File: config.mk
export PLATFORM = sky130hd
export DESIGN_NAME = ifetch_top
export DESIGN_NICKNAME = d
export VERILOG_FILES = /design/src/bus_pkg.sv /design/src/fetch_pkg.sv /design/src/boot_rom.sv /design/src/icache_ctrl.sv /design/src/icache_mem.sv /design/src/ifetch_top.sv
export SDC_FILE = /design/constraint.sdc
export NUM_CORES = 2
export LEC_CHECK = 0
export ABC_AREA = 1
export BUFFER_PORTS_ARGS = -buffer_cell sky130_fd_sc_hd__buf_2
export CORE_MARGIN = 2
export CORE_UTILIZATION = 47
export CTS_CLUSTER_SIZE = 10
export DETAILED_ROUTE_END_ITERATION = 10
export SYNTH_ARGS = -nofsm -noshare
export SYNTH_HDL_FRONTEND = slang
export SYNTH_SLANG_ARGS = --single-unit
File: constraint.sdc
create_clock -name clk -period 11.72 [get_ports clk]
set_input_delay 2.93 -clock clk [delete_from_list [all_inputs] [get_ports clk]]
set_output_delay 2.93 -clock clk [all_outputs]
set_load 0.02 [all_outputs]
File: src/bus_pkg.sv
// ==================================================
// Bus and controller package
// Burst cycle-type codes of the external bus and
// the state encoding of the miss controller
// ==================================================

package bus_pkg;

	// Cycle type driven with each burst beat
	typedef enum logic [2:0] {
		CTI_CLASSIC = 3'b000,
		CTI_INCR    = 3'b010,
		CTI_END     = 3'b111
	} cti_e;

	// Miss controller states
	typedef enum logic [2:0] {
		IC_IDLE,
		// Registered cache answer is being checked
		IC_LOOKUP,
		// Counting out the ROM read latency
		IC_ROM_WAIT,
		// Burst in flight, one beat per ack
		IC_BUS_ACK,
		IC_WRITE,
		IC_WAIT_WR
	} ic_state_e;

endpackage

File: src/fetch_pkg.sv
// ==================================================
// Fetch geometry package
// Address and line sizes, the boot ROM region,
// fault codes and the no-operation fill word
// ==================================================

package fetch_pkg;

	// ==================================================
	// Address and line geometry
	// ==================================================
	localparam int ADR_W      = 32;
	localparam int WORD_W     = 32;
	localparam int LINE_WORDS = 4;
	localparam int LINE_W     = LINE_WORDS * WORD_W;

	// Word written into every slot of a line that took a bus error
	localparam logic [WORD_W-1:0] NOP_INSN = 32'h0000_0013;

	// Fault code stored with each cache line
	typedef enum logic [1:0] {
		FAULT_NONE = 2'b00,
		FAULT_BUS  = 2'b01
	} fault_e;

	// ==================================================
	// Boot ROM region
	// ==================================================
	// Upper address bits that select the ROM instead of the bus
	localparam int               ROM_TAG_W = 20;
	localparam logic [19:0]      ROM_TAG   = 20'hF_FFFF;

	// ROM words are this base plus the low bits of their word address
	localparam logic [WORD_W-1:0] ROM_BASE_WORD = 32'hC0DE_0000;

endpackage

File: src/boot_rom.sv
// ==================================================
// Boot ROM
// Generates a whole line from the read address and
// returns it after ROM_LATENCY register stages
// ==================================================

module boot_rom #(
	parameter int ROM_LATENCY = 2
) (
	input  logic                          clk,
	input  logic                          rd_i,
	input  logic [fetch_pkg::ADR_W-1:0]   adr_i,
	output logic [fetch_pkg::LINE_W-1:0]  line_o
);

	localparam int WORD_W = fetch_pkg::WORD_W;

	logic [fetch_pkg::LINE_W-1:0] gen_line;
	logic [fetch_pkg::LINE_W-1:0] stage_q [ROM_LATENCY];

	// Word k holds the base plus the low 12 bits of its word address
	always_comb begin
		logic [fetch_pkg::ADR_W-3:0] word_adr;
		word_adr = '0;
		for (int k = 0; k < fetch_pkg::LINE_WORDS; k++) begin
			word_adr = adr_i[fetch_pkg::ADR_W-1:2] + (fetch_pkg::ADR_W-2)'(k);
			gen_line[k*WORD_W +: WORD_W] = fetch_pkg::ROM_BASE_WORD + WORD_W'(word_adr[11:0]);
		end
	end

	// Delay chain, the first stage loads only on a read
	always_ff @(posedge clk) begin
		if (rd_i)
			stage_q[0] <= gen_line;
		for (int s = 1; s < ROM_LATENCY; s++)
			stage_q[s] <= stage_q[s-1];
	end

	assign line_o = stage_q[ROM_LATENCY-1];

endmodule

File: src/icache_ctrl.sv
// ==================================================
// Instruction cache miss controller
// Looks up fetches, fills missing lines from the boot
// ROM or with a four-beat bus burst, writes the line,
// waits out the write latency and returns the word.
// Also services invalidates and counts bus fills
// ==================================================

module icache_ctrl #(
	parameter int LINES       = 16,
	parameter int ROM_LATENCY = 2,
	parameter int WR_LATENCY  = 2
) (
	input  logic                          clk,
	input  logic                          rst_i,
	// Fetch side
	input  logic                          fetch_i,
	input  logic [fetch_pkg::ADR_W-1:0]   fetch_adr_i,
	input  logic                          inv_i,
	input  logic [fetch_pkg::ADR_W-1:0]   inv_adr_i,
	// Cache lookup
	output logic                          lookup_o,
	output logic [fetch_pkg::ADR_W-1:0]   lookup_adr_o,
	input  logic                          hit_i,
	input  logic                          hit_fault_i,
	input  logic [fetch_pkg::LINE_W-1:0]  line_i,
	// Line write and invalidate
	output logic                          line_wr_o,
	output logic                          line_inv_o,
	output logic [fetch_pkg::ADR_W-1:0]   line_adr_o,
	output logic [fetch_pkg::LINE_W-1:0]  line_dat_o,
	output fetch_pkg::fault_e             line_fault_o,
	// Boot ROM
	output logic                          rom_rd_o,
	output logic [fetch_pkg::ADR_W-1:0]   rom_adr_o,
	input  logic [fetch_pkg::LINE_W-1:0]  rom_line_i,
	// External bus
	output logic                          cyc_o,
	output logic                          stb_o,
	output bus_pkg::cti_e                 cti_o,
	output logic [fetch_pkg::ADR_W-1:0]   adr_o,
	input  logic                          ack_i,
	input  logic                          err_i,
	input  logic [fetch_pkg::WORD_W-1:0]  dat_i,
	// Result
	output logic [fetch_pkg::WORD_W-1:0]  insn_o,
	output logic                          insn_valid_o,
	output logic                          fault_o,
	output logic [31:0]                   fill_count_o
);

	localparam int ADR_W  = fetch_pkg::ADR_W;
	localparam int WORD_W = fetch_pkg::WORD_W;
	localparam int WSEL_W = $clog2(fetch_pkg::LINE_WORDS);
	localparam int OFS_W  = WSEL_W + 2;
	localparam int IDX_W  = $clog2(LINES);

	bus_pkg::ic_state_e  state;
	logic [ADR_W-1:0]    req_adr;
	logic [ADR_W-1:0]    req_line_adr;
	logic [ADR_W-1:0]    fetch_adr_r;
	logic [ADR_W-1:0]    fetch_adr_sel;
	logic [ADR_W-1:0]    inv_adr_r;
	logic                fetch_pend;
	logic                fetch_req;
	logic                fetch_blocked;
	logic                inv_pend;
	logic [WSEL_W-1:0]   req_word;
	logic [WSEL_W-1:0]   beat;
	logic                req_is_rom;
	logic [7:0]          wait_cnt;

	// True when two addresses map onto the same cache line slot
	function automatic logic same_idx(input logic [ADR_W-1:0] a, input logic [ADR_W-1:0] b);
		return a[OFS_W +: IDX_W] == b[OFS_W +: IDX_W];
	endfunction

	// ==================================================
	// Request selection
	// ==================================================
	assign fetch_req     = fetch_i | fetch_pend;
	assign fetch_adr_sel = fetch_pend ? fetch_adr_r : fetch_adr_i;

	// Invalidate wins over a fetch to the same slot
	// Such a fetch waits in the pending register
	// A fetch to a different slot cannot see the invalidate and goes ahead
	assign fetch_blocked = (inv_pend && same_idx(inv_adr_r, fetch_adr_sel)) ||
		(inv_i && same_idx(inv_adr_i, fetch_adr_sel));

	assign lookup_o     = (state == bus_pkg::IC_IDLE) && fetch_req && !fetch_blocked;
	assign lookup_adr_o = fetch_adr_sel;

	// Latched invalidate only goes out while idle
	assign line_inv_o   = (state == bus_pkg::IC_IDLE) && inv_pend;

	assign req_line_adr = {req_adr[ADR_W-1:OFS_W], {OFS_W{1'b0}}};
	assign req_word     = req_adr[2 +: WSEL_W];
	assign req_is_rom   = req_adr[ADR_W-1 -: fetch_pkg::ROM_TAG_W] == fetch_pkg::ROM_TAG;
	assign rom_adr_o    = req_line_adr;
	assign line_adr_o   = line_inv_o ? {inv_adr_r[ADR_W-1:OFS_W], {OFS_W{1'b0}}} : req_line_adr;

	// ==================================================
	// Controller FSM
	// ==================================================
	always_ff @(posedge clk) begin
		if (rst_i) begin
			state        <= bus_pkg::IC_IDLE;
			fetch_pend   <= 1'b0;
			inv_pend     <= 1'b0;
			insn_valid_o <= 1'b0;
			line_wr_o    <= 1'b0;
			rom_rd_o     <= 1'b0;
			cyc_o        <= 1'b0;
			stb_o        <= 1'b0;
			cti_o        <= bus_pkg::CTI_CLASSIC;
			fill_count_o <= '0;
			wait_cnt     <= '0;
			beat         <= '0;
		end else begin
			// Strobes last one cycle
			insn_valid_o <= 1'b0;
			line_wr_o    <= 1'b0;
			rom_rd_o     <= 1'b0;

			// One invalidate slot
			// A newer strobe replaces an unserviced one
			if (line_inv_o)
				inv_pend <= 1'b0;
			if (inv_i) begin
				inv_pend  <= 1'b1;
				inv_adr_r <= inv_adr_i;
			end

			// Hold a fetch that could not be looked up this cycle
			if (lookup_o) begin
				fetch_pend <= 1'b0;
			end else if (fetch_i) begin
				fetch_pend  <= 1'b1;
				fetch_adr_r <= fetch_adr_i;
			end

			case (state)
			bus_pkg::IC_IDLE: begin
				if (lookup_o) begin
					req_adr <= fetch_adr_sel;
					state   <= bus_pkg::IC_LOOKUP;
				end
			end
			bus_pkg::IC_LOOKUP: begin
				if (hit_i) begin
					insn_o       <= line_i[req_word*WORD_W +: WORD_W];
					fault_o      <= hit_fault_i;
					insn_valid_o <= 1'b1;
					state        <= bus_pkg::IC_IDLE;
				end else if (req_is_rom) begin
					// ROM region needs no bus cycle and no fill count
					rom_rd_o     <= 1'b1;
					wait_cnt     <= '0;
					line_fault_o <= fetch_pkg::FAULT_NONE;
					state        <= bus_pkg::IC_ROM_WAIT;
				end else begin
					// Start the burst at the line base
					cyc_o        <= 1'b1;
					stb_o        <= 1'b1;
					cti_o        <= bus_pkg::CTI_INCR;
					adr_o        <= req_line_adr;
					beat         <= '0;
					line_fault_o <= fetch_pkg::FAULT_NONE;
					state        <= bus_pkg::IC_BUS_ACK;
				end
			end
			bus_pkg::IC_ROM_WAIT: begin
				// ROM line is valid exactly ROM_LATENCY cycles after the read strobe
				if (wait_cnt == 8'(ROM_LATENCY)) begin
					line_dat_o <= rom_line_i;
					line_wr_o  <= 1'b1;
					state      <= bus_pkg::IC_WRITE;
				end else begin
					wait_cnt <= wait_cnt + 8'd1;
				end
			end
			bus_pkg::IC_BUS_ACK: begin
				if (err_i) begin
					// First error ends the burst
					// The whole line becomes a faulted NOP line
					line_dat_o   <= {fetch_pkg::LINE_WORDS{fetch_pkg::NOP_INSN}};
					line_fault_o <= fetch_pkg::FAULT_BUS;
					cyc_o        <= 1'b0;
					stb_o        <= 1'b0;
					cti_o        <= bus_pkg::CTI_CLASSIC;
					fill_count_o <= fill_count_o + 32'd1;
					line_wr_o    <= 1'b1;
					state        <= bus_pkg::IC_WRITE;
				end else if (ack_i) begin
					line_dat_o[beat*WORD_W +: WORD_W] <= dat_i;
					beat  <= beat + WSEL_W'(1);
					adr_o <= adr_o + 32'd4;
					// Mark the coming beat as the last one
					if (beat == WSEL_W'(fetch_pkg::LINE_WORDS - 2))
						cti_o <= bus_pkg::CTI_END;
					if (beat == WSEL_W'(fetch_pkg::LINE_WORDS - 1)) begin
						cyc_o        <= 1'b0;
						stb_o        <= 1'b0;
						cti_o        <= bus_pkg::CTI_CLASSIC;
						fill_count_o <= fill_count_o + 32'd1;
						line_wr_o    <= 1'b1;
						state        <= bus_pkg::IC_WRITE;
					end
				end
			end
			bus_pkg::IC_WRITE: begin
				// line_wr_o is high in this cycle
				if (WR_LATENCY <= 1) begin
					insn_o       <= line_dat_o[req_word*WORD_W +: WORD_W];
					fault_o      <= line_fault_o != fetch_pkg::FAULT_NONE;
					insn_valid_o <= 1'b1;
					state        <= bus_pkg::IC_IDLE;
				end else begin
					wait_cnt <= 8'd1;
					state    <= bus_pkg::IC_WAIT_WR;
				end
			end
			bus_pkg::IC_WAIT_WR: begin
				// Word goes out WR_LATENCY cycles after the line write
				if (wait_cnt >= 8'(WR_LATENCY - 1)) begin
					insn_o       <= line_dat_o[req_word*WORD_W +: WORD_W];
					fault_o      <= line_fault_o != fetch_pkg::FAULT_NONE;
					insn_valid_o <= 1'b1;
					state        <= bus_pkg::IC_IDLE;
				end else begin
					wait_cnt <= wait_cnt + 8'd1;
				end
			end
			default: begin
				state <= bus_pkg::IC_IDLE;
			end
			endcase
		end
	end

endmodule

File: src/icache_mem.sv
// ==================================================
// L1 instruction cache arrays
// Direct-mapped tag, valid, fault and data storage
// with a registered lookup and line write/invalidate
// ==================================================

module icache_mem #(
	parameter int LINES = 16
) (
	input  logic                          clk,
	input  logic                          rst_i,
	// Lookup, answered one cycle later
	input  logic                          lookup_i,
	input  logic [fetch_pkg::ADR_W-1:0]   lookup_adr_i,
	output logic                          hit_o,
	output logic                          hit_fault_o,
	output logic [fetch_pkg::LINE_W-1:0]  line_o,
	// Line write and invalidate
	input  logic                          wr_i,
	input  logic                          inv_i,
	input  logic [fetch_pkg::ADR_W-1:0]   line_adr_i,
	input  logic [fetch_pkg::LINE_W-1:0]  line_dat_i,
	input  fetch_pkg::fault_e             line_fault_i
);

	localparam int ADR_W = fetch_pkg::ADR_W;
	localparam int OFS_W = $clog2(fetch_pkg::LINE_WORDS) + 2;
	localparam int IDX_W = $clog2(LINES);
	localparam int TAG_W = ADR_W - IDX_W - OFS_W;

	logic [TAG_W-1:0]             tag_mem   [LINES];
	fetch_pkg::fault_e            fault_mem [LINES];
	logic [fetch_pkg::LINE_W-1:0] data_mem  [LINES];
	logic [LINES-1:0]             valid_q;

	logic [IDX_W-1:0] rd_idx;
	logic [TAG_W-1:0] rd_tag;
	logic [IDX_W-1:0] wr_idx;
	logic [TAG_W-1:0] wr_tag;

	// Split addresses into tag and index
	assign rd_idx = lookup_adr_i[OFS_W +: IDX_W];
	assign rd_tag = lookup_adr_i[ADR_W-1 -: TAG_W];
	assign wr_idx = line_adr_i[OFS_W +: IDX_W];
	assign wr_tag = line_adr_i[ADR_W-1 -: TAG_W];

	// ==================================================
	// Valid bits
	// ==================================================
	always_ff @(posedge clk) begin
		if (rst_i) begin
			valid_q <= '0;
		end else begin
			if (wr_i)
				valid_q[wr_idx] <= 1'b1;
			// Invalidate drops the slot whatever tag it holds
			if (inv_i)
				valid_q[wr_idx] <= 1'b0;
		end
	end

	// Tag, fault and data arrays
	always_ff @(posedge clk) begin
		if (wr_i) begin
			tag_mem[wr_idx]   <= wr_tag;
			fault_mem[wr_idx] <= line_fault_i;
			data_mem[wr_idx]  <= line_dat_i;
		end
	end

	// ==================================================
	// Registered lookup
	// ==================================================
	// Reads the arrays before a same-cycle write lands
	always_ff @(posedge clk) begin
		if (rst_i)
			hit_o <= 1'b0;
		else
			hit_o <= lookup_i && valid_q[rd_idx] && (tag_mem[rd_idx] == rd_tag);
	end

	always_ff @(posedge clk) begin
		if (lookup_i) begin
			hit_fault_o <= fault_mem[rd_idx] != fetch_pkg::FAULT_NONE;
			line_o      <= data_mem[rd_idx];
		end
	end

endmodule

File: src/ifetch_top.sv
// ==================================================
// Instruction fetch unit top level
// Miss controller, direct-mapped L1 arrays and boot
// ROM, with a four-beat burst port to the bus
// ==================================================

module ifetch_top #(
	parameter int LINES       = 16,
	parameter int ROM_LATENCY = 2,
	parameter int WR_LATENCY  = 2
) (
	input  logic                          clk,
	input  logic                          rst_i,
	// Fetch request
	input  logic                          fetch_i,
	input  logic [fetch_pkg::ADR_W-1:0]   fetch_adr_i,
	input  logic                          inv_i,
	input  logic [fetch_pkg::ADR_W-1:0]   inv_adr_i,
	// Fetch result
	output logic [fetch_pkg::WORD_W-1:0]  insn_o,
	output logic                          insn_valid_o,
	output logic                          fault_o,
	output logic [31:0]                   fill_count_o,
	// External bus
	output logic                          cyc_o,
	output logic                          stb_o,
	output bus_pkg::cti_e                 cti_o,
	output logic [fetch_pkg::ADR_W-1:0]   adr_o,
	input  logic                          ack_i,
	input  logic                          err_i,
	input  logic [fetch_pkg::WORD_W-1:0]  dat_i
);

	// Controller to cache
	logic                         lookup;
	logic [fetch_pkg::ADR_W-1:0]  lookup_adr;
	logic                         hit;
	logic                         hit_fault;
	logic [fetch_pkg::LINE_W-1:0] cache_line;
	logic                         line_wr;
	logic                         line_inv;
	logic [fetch_pkg::ADR_W-1:0]  line_adr;
	logic [fetch_pkg::LINE_W-1:0] line_dat;
	fetch_pkg::fault_e            line_fault;
	// Controller to ROM
	logic                         rom_rd;
	logic [fetch_pkg::ADR_W-1:0]  rom_adr;
	logic [fetch_pkg::LINE_W-1:0] rom_line;

	icache_ctrl #(
		.LINES       (LINES),
		.ROM_LATENCY (ROM_LATENCY),
		.WR_LATENCY  (WR_LATENCY)
	) u_ctrl (
		.clk          (clk),
		.rst_i        (rst_i),
		.fetch_i      (fetch_i),
		.fetch_adr_i  (fetch_adr_i),
		.inv_i        (inv_i),
		.inv_adr_i    (inv_adr_i),
		.lookup_o     (lookup),
		.lookup_adr_o (lookup_adr),
		.hit_i        (hit),
		.hit_fault_i  (hit_fault),
		.line_i       (cache_line),
		.line_wr_o    (line_wr),
		.line_inv_o   (line_inv),
		.line_adr_o   (line_adr),
		.line_dat_o   (line_dat),
		.line_fault_o (line_fault),
		.rom_rd_o     (rom_rd),
		.rom_adr_o    (rom_adr),
		.rom_line_i   (rom_line),
		.cyc_o        (cyc_o),
		.stb_o        (stb_o),
		.cti_o        (cti_o),
		.adr_o        (adr_o),
		.ack_i        (ack_i),
		.err_i        (err_i),
		.dat_i        (dat_i),
		.insn_o       (insn_o),
		.insn_valid_o (insn_valid_o),
		.fault_o      (fault_o),
		.fill_count_o (fill_count_o)
	);

	icache_mem #(
		.LINES (LINES)
	) u_mem (
		.clk          (clk),
		.rst_i        (rst_i),
		.lookup_i     (lookup),
		.lookup_adr_i (lookup_adr),
		.hit_o        (hit),
		.hit_fault_o  (hit_fault),
		.line_o       (cache_line),
		.wr_i         (line_wr),
		.inv_i        (line_inv),
		.line_adr_i   (line_adr),
		.line_dat_i   (line_dat),
		.line_fault_i (line_fault)
	);

	boot_rom #(
		.ROM_LATENCY (ROM_LATENCY)
	) u_rom (
		.clk    (clk),
		.rd_i   (rom_rd),
		.adr_i  (rom_adr),
		.line_o (rom_line)
	);

endmodule

==> Word-level counts from Yosys, hierarchy flattened <==
Memory sizes are Yosys's and may differ from the RTL's. A register that Yosys moved wholly into a read port is not among the register bits.
Index checks and enable logic that the tools add are counted.
{ "totals": {"in_bits": 102, "ff_bits": 363, "mem_bits_rw": 2720, "elab_cells": 193, "memories": 4, "output_inout_bits": 103} }
{ "op_classes": {"shifts": 4, "muxes": 78, "n_addsub": 12, "bitwise": 7, "eq_ne": 27, "order_cmp": 4, "n_reduce_logical": 35} }
{ "mem_list": {"columns": ["name", "depth", "word_bits", "read_ports", "rd_clocked_by_memory_dff", "wr", "line", "rtl"], "rows": [
  ["u_mem.data_mem", 16, 128, 1, 1, 1, "icache_mem.sv:33", "logic [fetch_pkg::LINE_W-1:0] data_mem [LINES];"],
  ["u_mem.tag_mem", 16, 24, 1, 0, 1, "icache_mem.sv:31", "logic [TAG_W-1:0] tag_mem [LINES];"],
  ["u_rom.stage_q", 2, 128, 2, 0, 2, "boot_rom.sv:19", "logic [fetch_pkg::LINE_W-1:0] stage_q [ROM_LATENCY];"],
  ["u_mem.fault_mem", 16, 2, 1, 0, 1, "icache_mem.sv:32", "fetch_pkg::fault_e fault_mem [LINES];"]
]} }
{ "ops": {"columns": ["operator", "count"], "rows": [
  ["128-bit two-way mux", 3],
  ["32-bit two-way mux", 11],
  ["128-bit case mux with 2 select lines", 1],
  ["128-bit by 8-bit indexed part select with 32-bit output", 2],
  ["31-bit by 13-bit adder with 32-bit output (first input constant)", 4],
  ["128-bit bitwise mux", 1],
  ["32-bit case mux with 2 select lines", 2],
  ["32-bit by 34-bit variable shift with 128-bit output (first input constant)", 1],
  ["32-bit by 34-bit indexed part select with 128-bit output", 1],
  ["16-bit two-way mux", 3],
  ["3-bit two-way mux", 13],
  ["7-bit negation with 34-bit output", 1],
  ["32-bit by 1-bit adder with 32-bit output (second input constant)", 1],
  ["32-bit by 3-bit adder with 32-bit output (second input constant)", 1],
  ["8-bit two-way mux", 4],
  ["8-bit case mux with 4 select lines", 1],
  ["5-bit AND reduction", 5],
  ["12-bit by 2-bit adder with 12-bit output (second input constant)", 2],
  ["24-bit equality test", 1],
  ["1-bit two-way mux", 23],
  ["20-bit equality test (second input constant)", 1],
  ["3-bit case mux with 6 select lines", 1],
  ["16-bit AND", 1],
  ["16-bit NOT", 1],
  ["other kinds (38)", 82]
]} }

==> Depth between registers and ports, before layout <==
{ "logic_depth": {"word_depth": 12, "depth_mapped": 19, "depth_no_buf": 16} }

==> By module <==
A second synthesis with hierarchy kept.
{ "unflattened": {"cells_unflattened": 9668, "area_unflattened_um2": 121893.2} }
{ "modules_own_cells": {"columns": ["mod", "seq_area_each_um2", "area_each_um2", "instances", "cells_per_inst"], "rows": [
  ["icache_mem", 78205.0, 100612.7, 1, 7294],
  ["icache_ctrl", 9529.1, 17375.4, 1, 2042],
  ["boot_rom", 2302.2, 3905.0, 1, 332]
]} }

==> Worst setup path before layout <==
Ideal clock, no wire load.
{ "synth_path": {"kind": "register to register", "from": "reg u_ctrl.state[1]", "to": "mem u_mem.data_mem[0][0] (netlist name), enable pin", "setup_slack_ns": 3.301, "period_less_slack_ns": 8.419, "t_arrival_ns": 7.751, "path_buffers": 0, "path_stages_with_launch": 10, "setup_time_ns": 0.669, "required_time_ns": 11.051, "path_cell_list": "dfxtp_1 -> nor2_1 -> nand2_1 -> nor2_4 -> nand2_1 -> o21ai_0 -> inv_1 -> nor2_1 -> nand2_1 -> nor2_1"} }
{ "synth_between": {"elab_chain_cells": 3} }
{ "synth_rtl": {"columns": ["item", "line", "rtl"], "rows": [
  ["from (decl)", "icache_ctrl.sv:58", "bus_pkg::ic_state_e state;"],
  ["from (signal assigned)", "icache_ctrl.sv:107", "state <= bus_pkg::IC_IDLE;"],
  ["from (signal assigned)", "icache_ctrl.sv:146", "state <= bus_pkg::IC_LOOKUP;"],
  ["from (signal assigned)", "icache_ctrl.sv:154", "state <= bus_pkg::IC_IDLE;"],
  ["3-bit zero test", "icache_ctrl.sv:94", "assign line_inv_o = (state == bus_pkg::IC_IDLE) && inv_pend;"],
  ["1-bit logical AND", "icache_ctrl.sv:94", null],
  ["32-bit two-way mux", "icache_ctrl.sv:100", "assign line_adr_o = line_inv_o ? {inv_adr_r[ADR_W-1:OFS_W], {OFS_W{1'b0}}} : req_line_adr;"],
  ["to (decl)", "icache_mem.sv:33", null]
]} }
No other way between the ends.

==> Final worst setup path <==
{ "layout_path": {"from": "in fetch_adr_i[5] (netlist name)", "to": "reg u_mem.line_o[48] (netlist name) (read register of u_mem.data_mem), data pin"} }
{ "layout_between": {"elab_chain_cells": 6, "elab_cells_between_ends": 8, "cone_classes": "eq/ne (2); mux (1); reduce/logical (5)"} }
{ "layout_rtl": {"columns": ["item", "line", "rtl"], "rows": [
  ["from (decl)", "ifetch_top.sv:16", "input logic [fetch_pkg::ADR_W-1:0] fetch_adr_i,"],
  ["32-bit two-way mux (*)", "icache_ctrl.sv:82", "assign fetch_adr_sel = fetch_pend ? fetch_adr_r : fetch_adr_i;"],
  ["4-bit equality test", "icache_ctrl.sv:75", "return a[OFS_W +: IDX_W] == b[OFS_W +: IDX_W];"],
  ["1-bit logical AND (on tied branches)", "icache_ctrl.sv:87, icache_ctrl.sv:88", null],
  ["1-bit logical OR", "icache_ctrl.sv:87", "assign fetch_blocked = (inv_pend && same_idx(inv_adr_r, fetch_adr_sel)) ||"],
  ["1-bit zero test", "icache_ctrl.sv:90", "assign lookup_o = (state == bus_pkg::IC_IDLE) && fetch_req && !fetch_blocked;"],
  ["1-bit logical AND", "icache_ctrl.sv:90", null],
  ["to (decl)", "icache_mem.sv:17", "output logic [fetch_pkg::LINE_W-1:0] line_o,"]
]} }
Every way passes the cells marked *; elsewhere a longest branch is shown, timed or not.
A chain may end at the register's enable or synchronous reset.

==> impl_metrics.tcl <==
set metrics [dict create \
    skew_ps 68.5 \
    cts.sinks 2947 \
    layout_common_cells "2,867 x edfxtp_1, 1,440 x nor2_1, 1,437 x o21ai_0" \
    final_util_pct 52.4 \
    critPathKind "primary input to register" \
    clk_latency_ps 950 \
    clk_path_buf_depth 4 \
    worstSetupEndpointType "register" \
    grt_usage_pct 26.3 \
    clkPwrFrac_pct 35.6 \
    overflow 0 \
    pwr-share-seq_pct 47.5 \
    antenna_found_initial 29 \
    setup.worst_path.start_class "primary input" \
    final_nets 9571 \
    crit_path_max_incr_delay_ps 870 \
    status "finished, final reports clean" \
    synth_edf_count 2867 \
    row_count 184 \
    wl_mm 344 \
    slew_headroom_pct 10.8 \
    wl_per_cell_um 26.6 \
    dieArea_sq_um 255000 \
    post-cts-setup-buffer-count 0 \
    vias 78600 \
    worst-path-stages 10 \
    grt_pass1_wl_mm 501 \
    gp_congestion 0.836 \
    cts_tree "done" \
    grt_pass1_vias 75000 \
    hold_class "register to register" \
    cpLargestDelayFamily "buffers and inverters" \
    drt-pass1-iter-count 7 \
    numCtsBuffers 348 \
    finalHoldViolations 0 \
    seqCellArea_sq_um 87700 \
    synth_top_cell_by_area "edfxtp_1" \
    cp_num_buf_inv 4 \
    syn_area_sq_um 118000 \
    avgSynthCellArea_sq_um 12.6 \
    synth.area.top_cells "edfxtp_1 73%, o21ai_0 6.1%, nor2_1 4.6%, o22ai_1 2.9%, nand2_1 2.8%" \
    fillers 20900 \
    ys.flop_type "edfxtp_1" \
    synthToLayoutAreaGrowth_pct 11.1 \
    worstPathArrival_ps 7060 \
    htree_levels 5 \
    setup_tns_ps 0 \
    cts_root_buf "clkbuf_16" \
    die_h_um 505 \
    powerDensity_nw_per_um2 198 \
    clk_pin_slew_ps 60 \
    fin_crit_ps 6310 \
    grt_max_degree 211 \
    switching_share_pct 28.2 \
    p_leak_nw 43.3 \
    multi_input_area_sq_um 26300 \
    async_reset_ff_share_pct 0 \
    vdd_drop_max_v 0.000162 \
    yosysSeqAreaShare_pct 74.2 \
    reg2reg_depth 12 \
    hold_depth 0 \
    pwr-share-comb_pct 17.0 \
    initial_core_util_pct 47.1 \
    post_cts_resized 0 \
    finalSetupViolations 0 \
    ant_nets 0 \
    max_cap_viol_count 0 \
    route.detailed.drc 0 \
    critPathLaunch "fetch_adr_i[5]" \
    yosysWarnings 0 \
    layout_worst_path_cycle_share_pct 53.8 \
    core_sq_um 251000 \
    drt_iter0_markers 10500 \
    die_x_um 505 \
    r2r-start "u_ctrl.state[1]$_SDFFE_PP0P_" \
    required_ps 12470 \
    mostFrequentLayoutCell "edfxtp_1" \
    synth_top_area_share_pct 72.8 \
    ys_ff_latch 2947 \
    rsz0062_at_grt "no" \
    vias_per_cell 6.09 \
    fmax_mhz 159 \
    io_buffers 196 \
    hp-start "u_rom.stage_q[0][99]$_DFFE_PP_" \
    crit_chain "buf_2 -> nand2_2 -> nand2_8 -> buf_4 -> buf_4 -> buf_4 -> o21ai_0 -> o22ai_1 -> o21ai_0 -> o22ai_1" \
    tightest_slew_ps 1330 \
    hpwl_mm 166 \
    path_max_fanout 78 \
    switching_power_mw 7.34 \
    synth_cell_types 49 \
    drive_gt1_share_pct 8.07 \
    synthCells 9403 \
    intPower_mw 18.7 \
    cp_common_cell "buf_4" \
    io_pins 205 \
    crit_path_top_delay_cell "buf_4" \
    drv_slew 0 \
    holdBufCountCts 0 \
]
-- worst paths after layout --
check,end,slack (ps)
worst max-delay path,u_mem.line_o[48]$_DFFE_PP_,5410
worst min-delay path,u_rom.stage_q[0][227]$_DFF_P_,340
worst max register to register,u_mem.data_mem[1][102]$_DFFE_PP_,6600
worst min register to register,u_rom.stage_q[0][227]$_DFF_P_,340
-- worst reg2reg max path, cell delays in order, from the launching register on --
cell and delay (ps):
dfxtp_1 360, nor2_1 220, nand2_1 270, nor2_4 250
nand2_1 80, o21ai_0 170, inv_1 110, nor2_1 310
nand2_1 200, nor2_4 110, buf_4 660, buf_4 1060
buf_4 880
-- power groups by stage --
| stage | registers [mW] | logic (mW) | clock network [mW] |
|---|---|---|---|
| global placement | 12.5 | 4.30 | 0 |
| finish | 12.3 | 4.41 | 9.24 |
| global route | 12.4 | 4.82 | 9.76 |
| CTS | 12.3 | 4.37 | 9.36 |
| floorplan | 12.5 | 2.90 | 0 |
| detailed placement | 12.5 | 4.36 | 0 |
-- state kept, by name, summed over array words and instances, names as in the netlist, 28 cells and up --
| signal | count |
|---|---|
| u_ctrl.insn_o | 32 |
| u_ctrl.inv_adr_r | 28 |
| u_ctrl.line_dat_o | 128 |
| u_ctrl.fetch_adr_r | 30 |
| u_ctrl.adr_o | 30 |
| u_mem.line_o | 128 |
| u_mem.tag_mem | 384 |
| u_mem.data_mem | 2048 |
| u_ctrl.req_adr | 30 |
| u_ctrl.fill_count_o | 32 |
-- cell type report --
cell class                 instances  share of cell area (%)
multi-input combinational       5429                    20.0
clock buffer                     421                    6.93
antenna                           20                  0.0381
timing repair buffer             331                    1.77
inverter                         402                    1.18
clock inverter                    11                  0.0896
tap                             3348                    3.19
sequential                      2947                    66.8
-- kinds of logic after synthesis --
group                      Yosys count  share of synthesized area (%)
adders and majority gates           10                          0.106
DFF                               2947                           74.2
and+or+nand+nor                   2925                           10.1
other                                1                        0.00317
xor gates and xnor gates            34                          0.252
AOI/OAI and AO/OA                 2458                           11.6
buffers and inverters             1028                           3.73
-- synthesized netlist by cell type, types with 2 or more instances --
cell	number
nand4_1	18
clkbuf_1	367
buf_2	163
inv_1	390
nor3b_1	4
nor3_1	23
nor3b_2	2
and3_1	3
nor2_2	3
nor4_1	11
xor2_1	24
nand3b_1	11
o21ai_1	137
a31oi_1	41
a22oi_1	2
o221ai_1	103
clkinv_1	3
nand2_1	866
inv_4	2
clkbuf_2	6
edfxtp_1	2867
o22ai_1	541
a32oi_1	5
or2_2	9
buf_1	24
buf_6	22
o21bai_1	14
o21a_1	26
nor2_1	1460
o211ai_1	60
a21oi_1	84
nor2_4	6
buf_4	43
nand2_4	6
o21ai_0	1438
xnor2_1	10
ha_1	10
nand3_1	494
nand2_2	7
dfxtp_1	80
a211oi_1	4
inv_2	7
-- per-stage QoR --
stage / worst slack (ps) / hold WS (ps) / instance area [sq um] / std cells / power [mW]
2_1_floorplan: 3300 / 323 / 118000 / 9404 / 15.4
3_3_place_gp: 4540 / 330 / 122000 / 12500 / 16.8
3_5_place_dp: 4530 / 328 / 122000 / 12500 / 16.9
4_1_cts: 5530 / 339 / 131000 / 12900 / 26.1
5_1_grt: 5260 / 350 / 131000 / 12900 / 27.0
6_report: 5410 / 338 / 131000 / 12900 / 26.0
-- metal layers --
layer / vias to the layer above / global-route usage [%] / part of all wire (%)
met5: - / 0 / 0.0076
met4: 4 / 8.14 / 2.8
met3: 625 / 3.86 / 9.0
met2: 3949 / 42.0 / 47
met1: 39600 / 37.4 / 41
li1: 34400 / - / -
No activity file was read; power rests on OpenSTA's default activity.
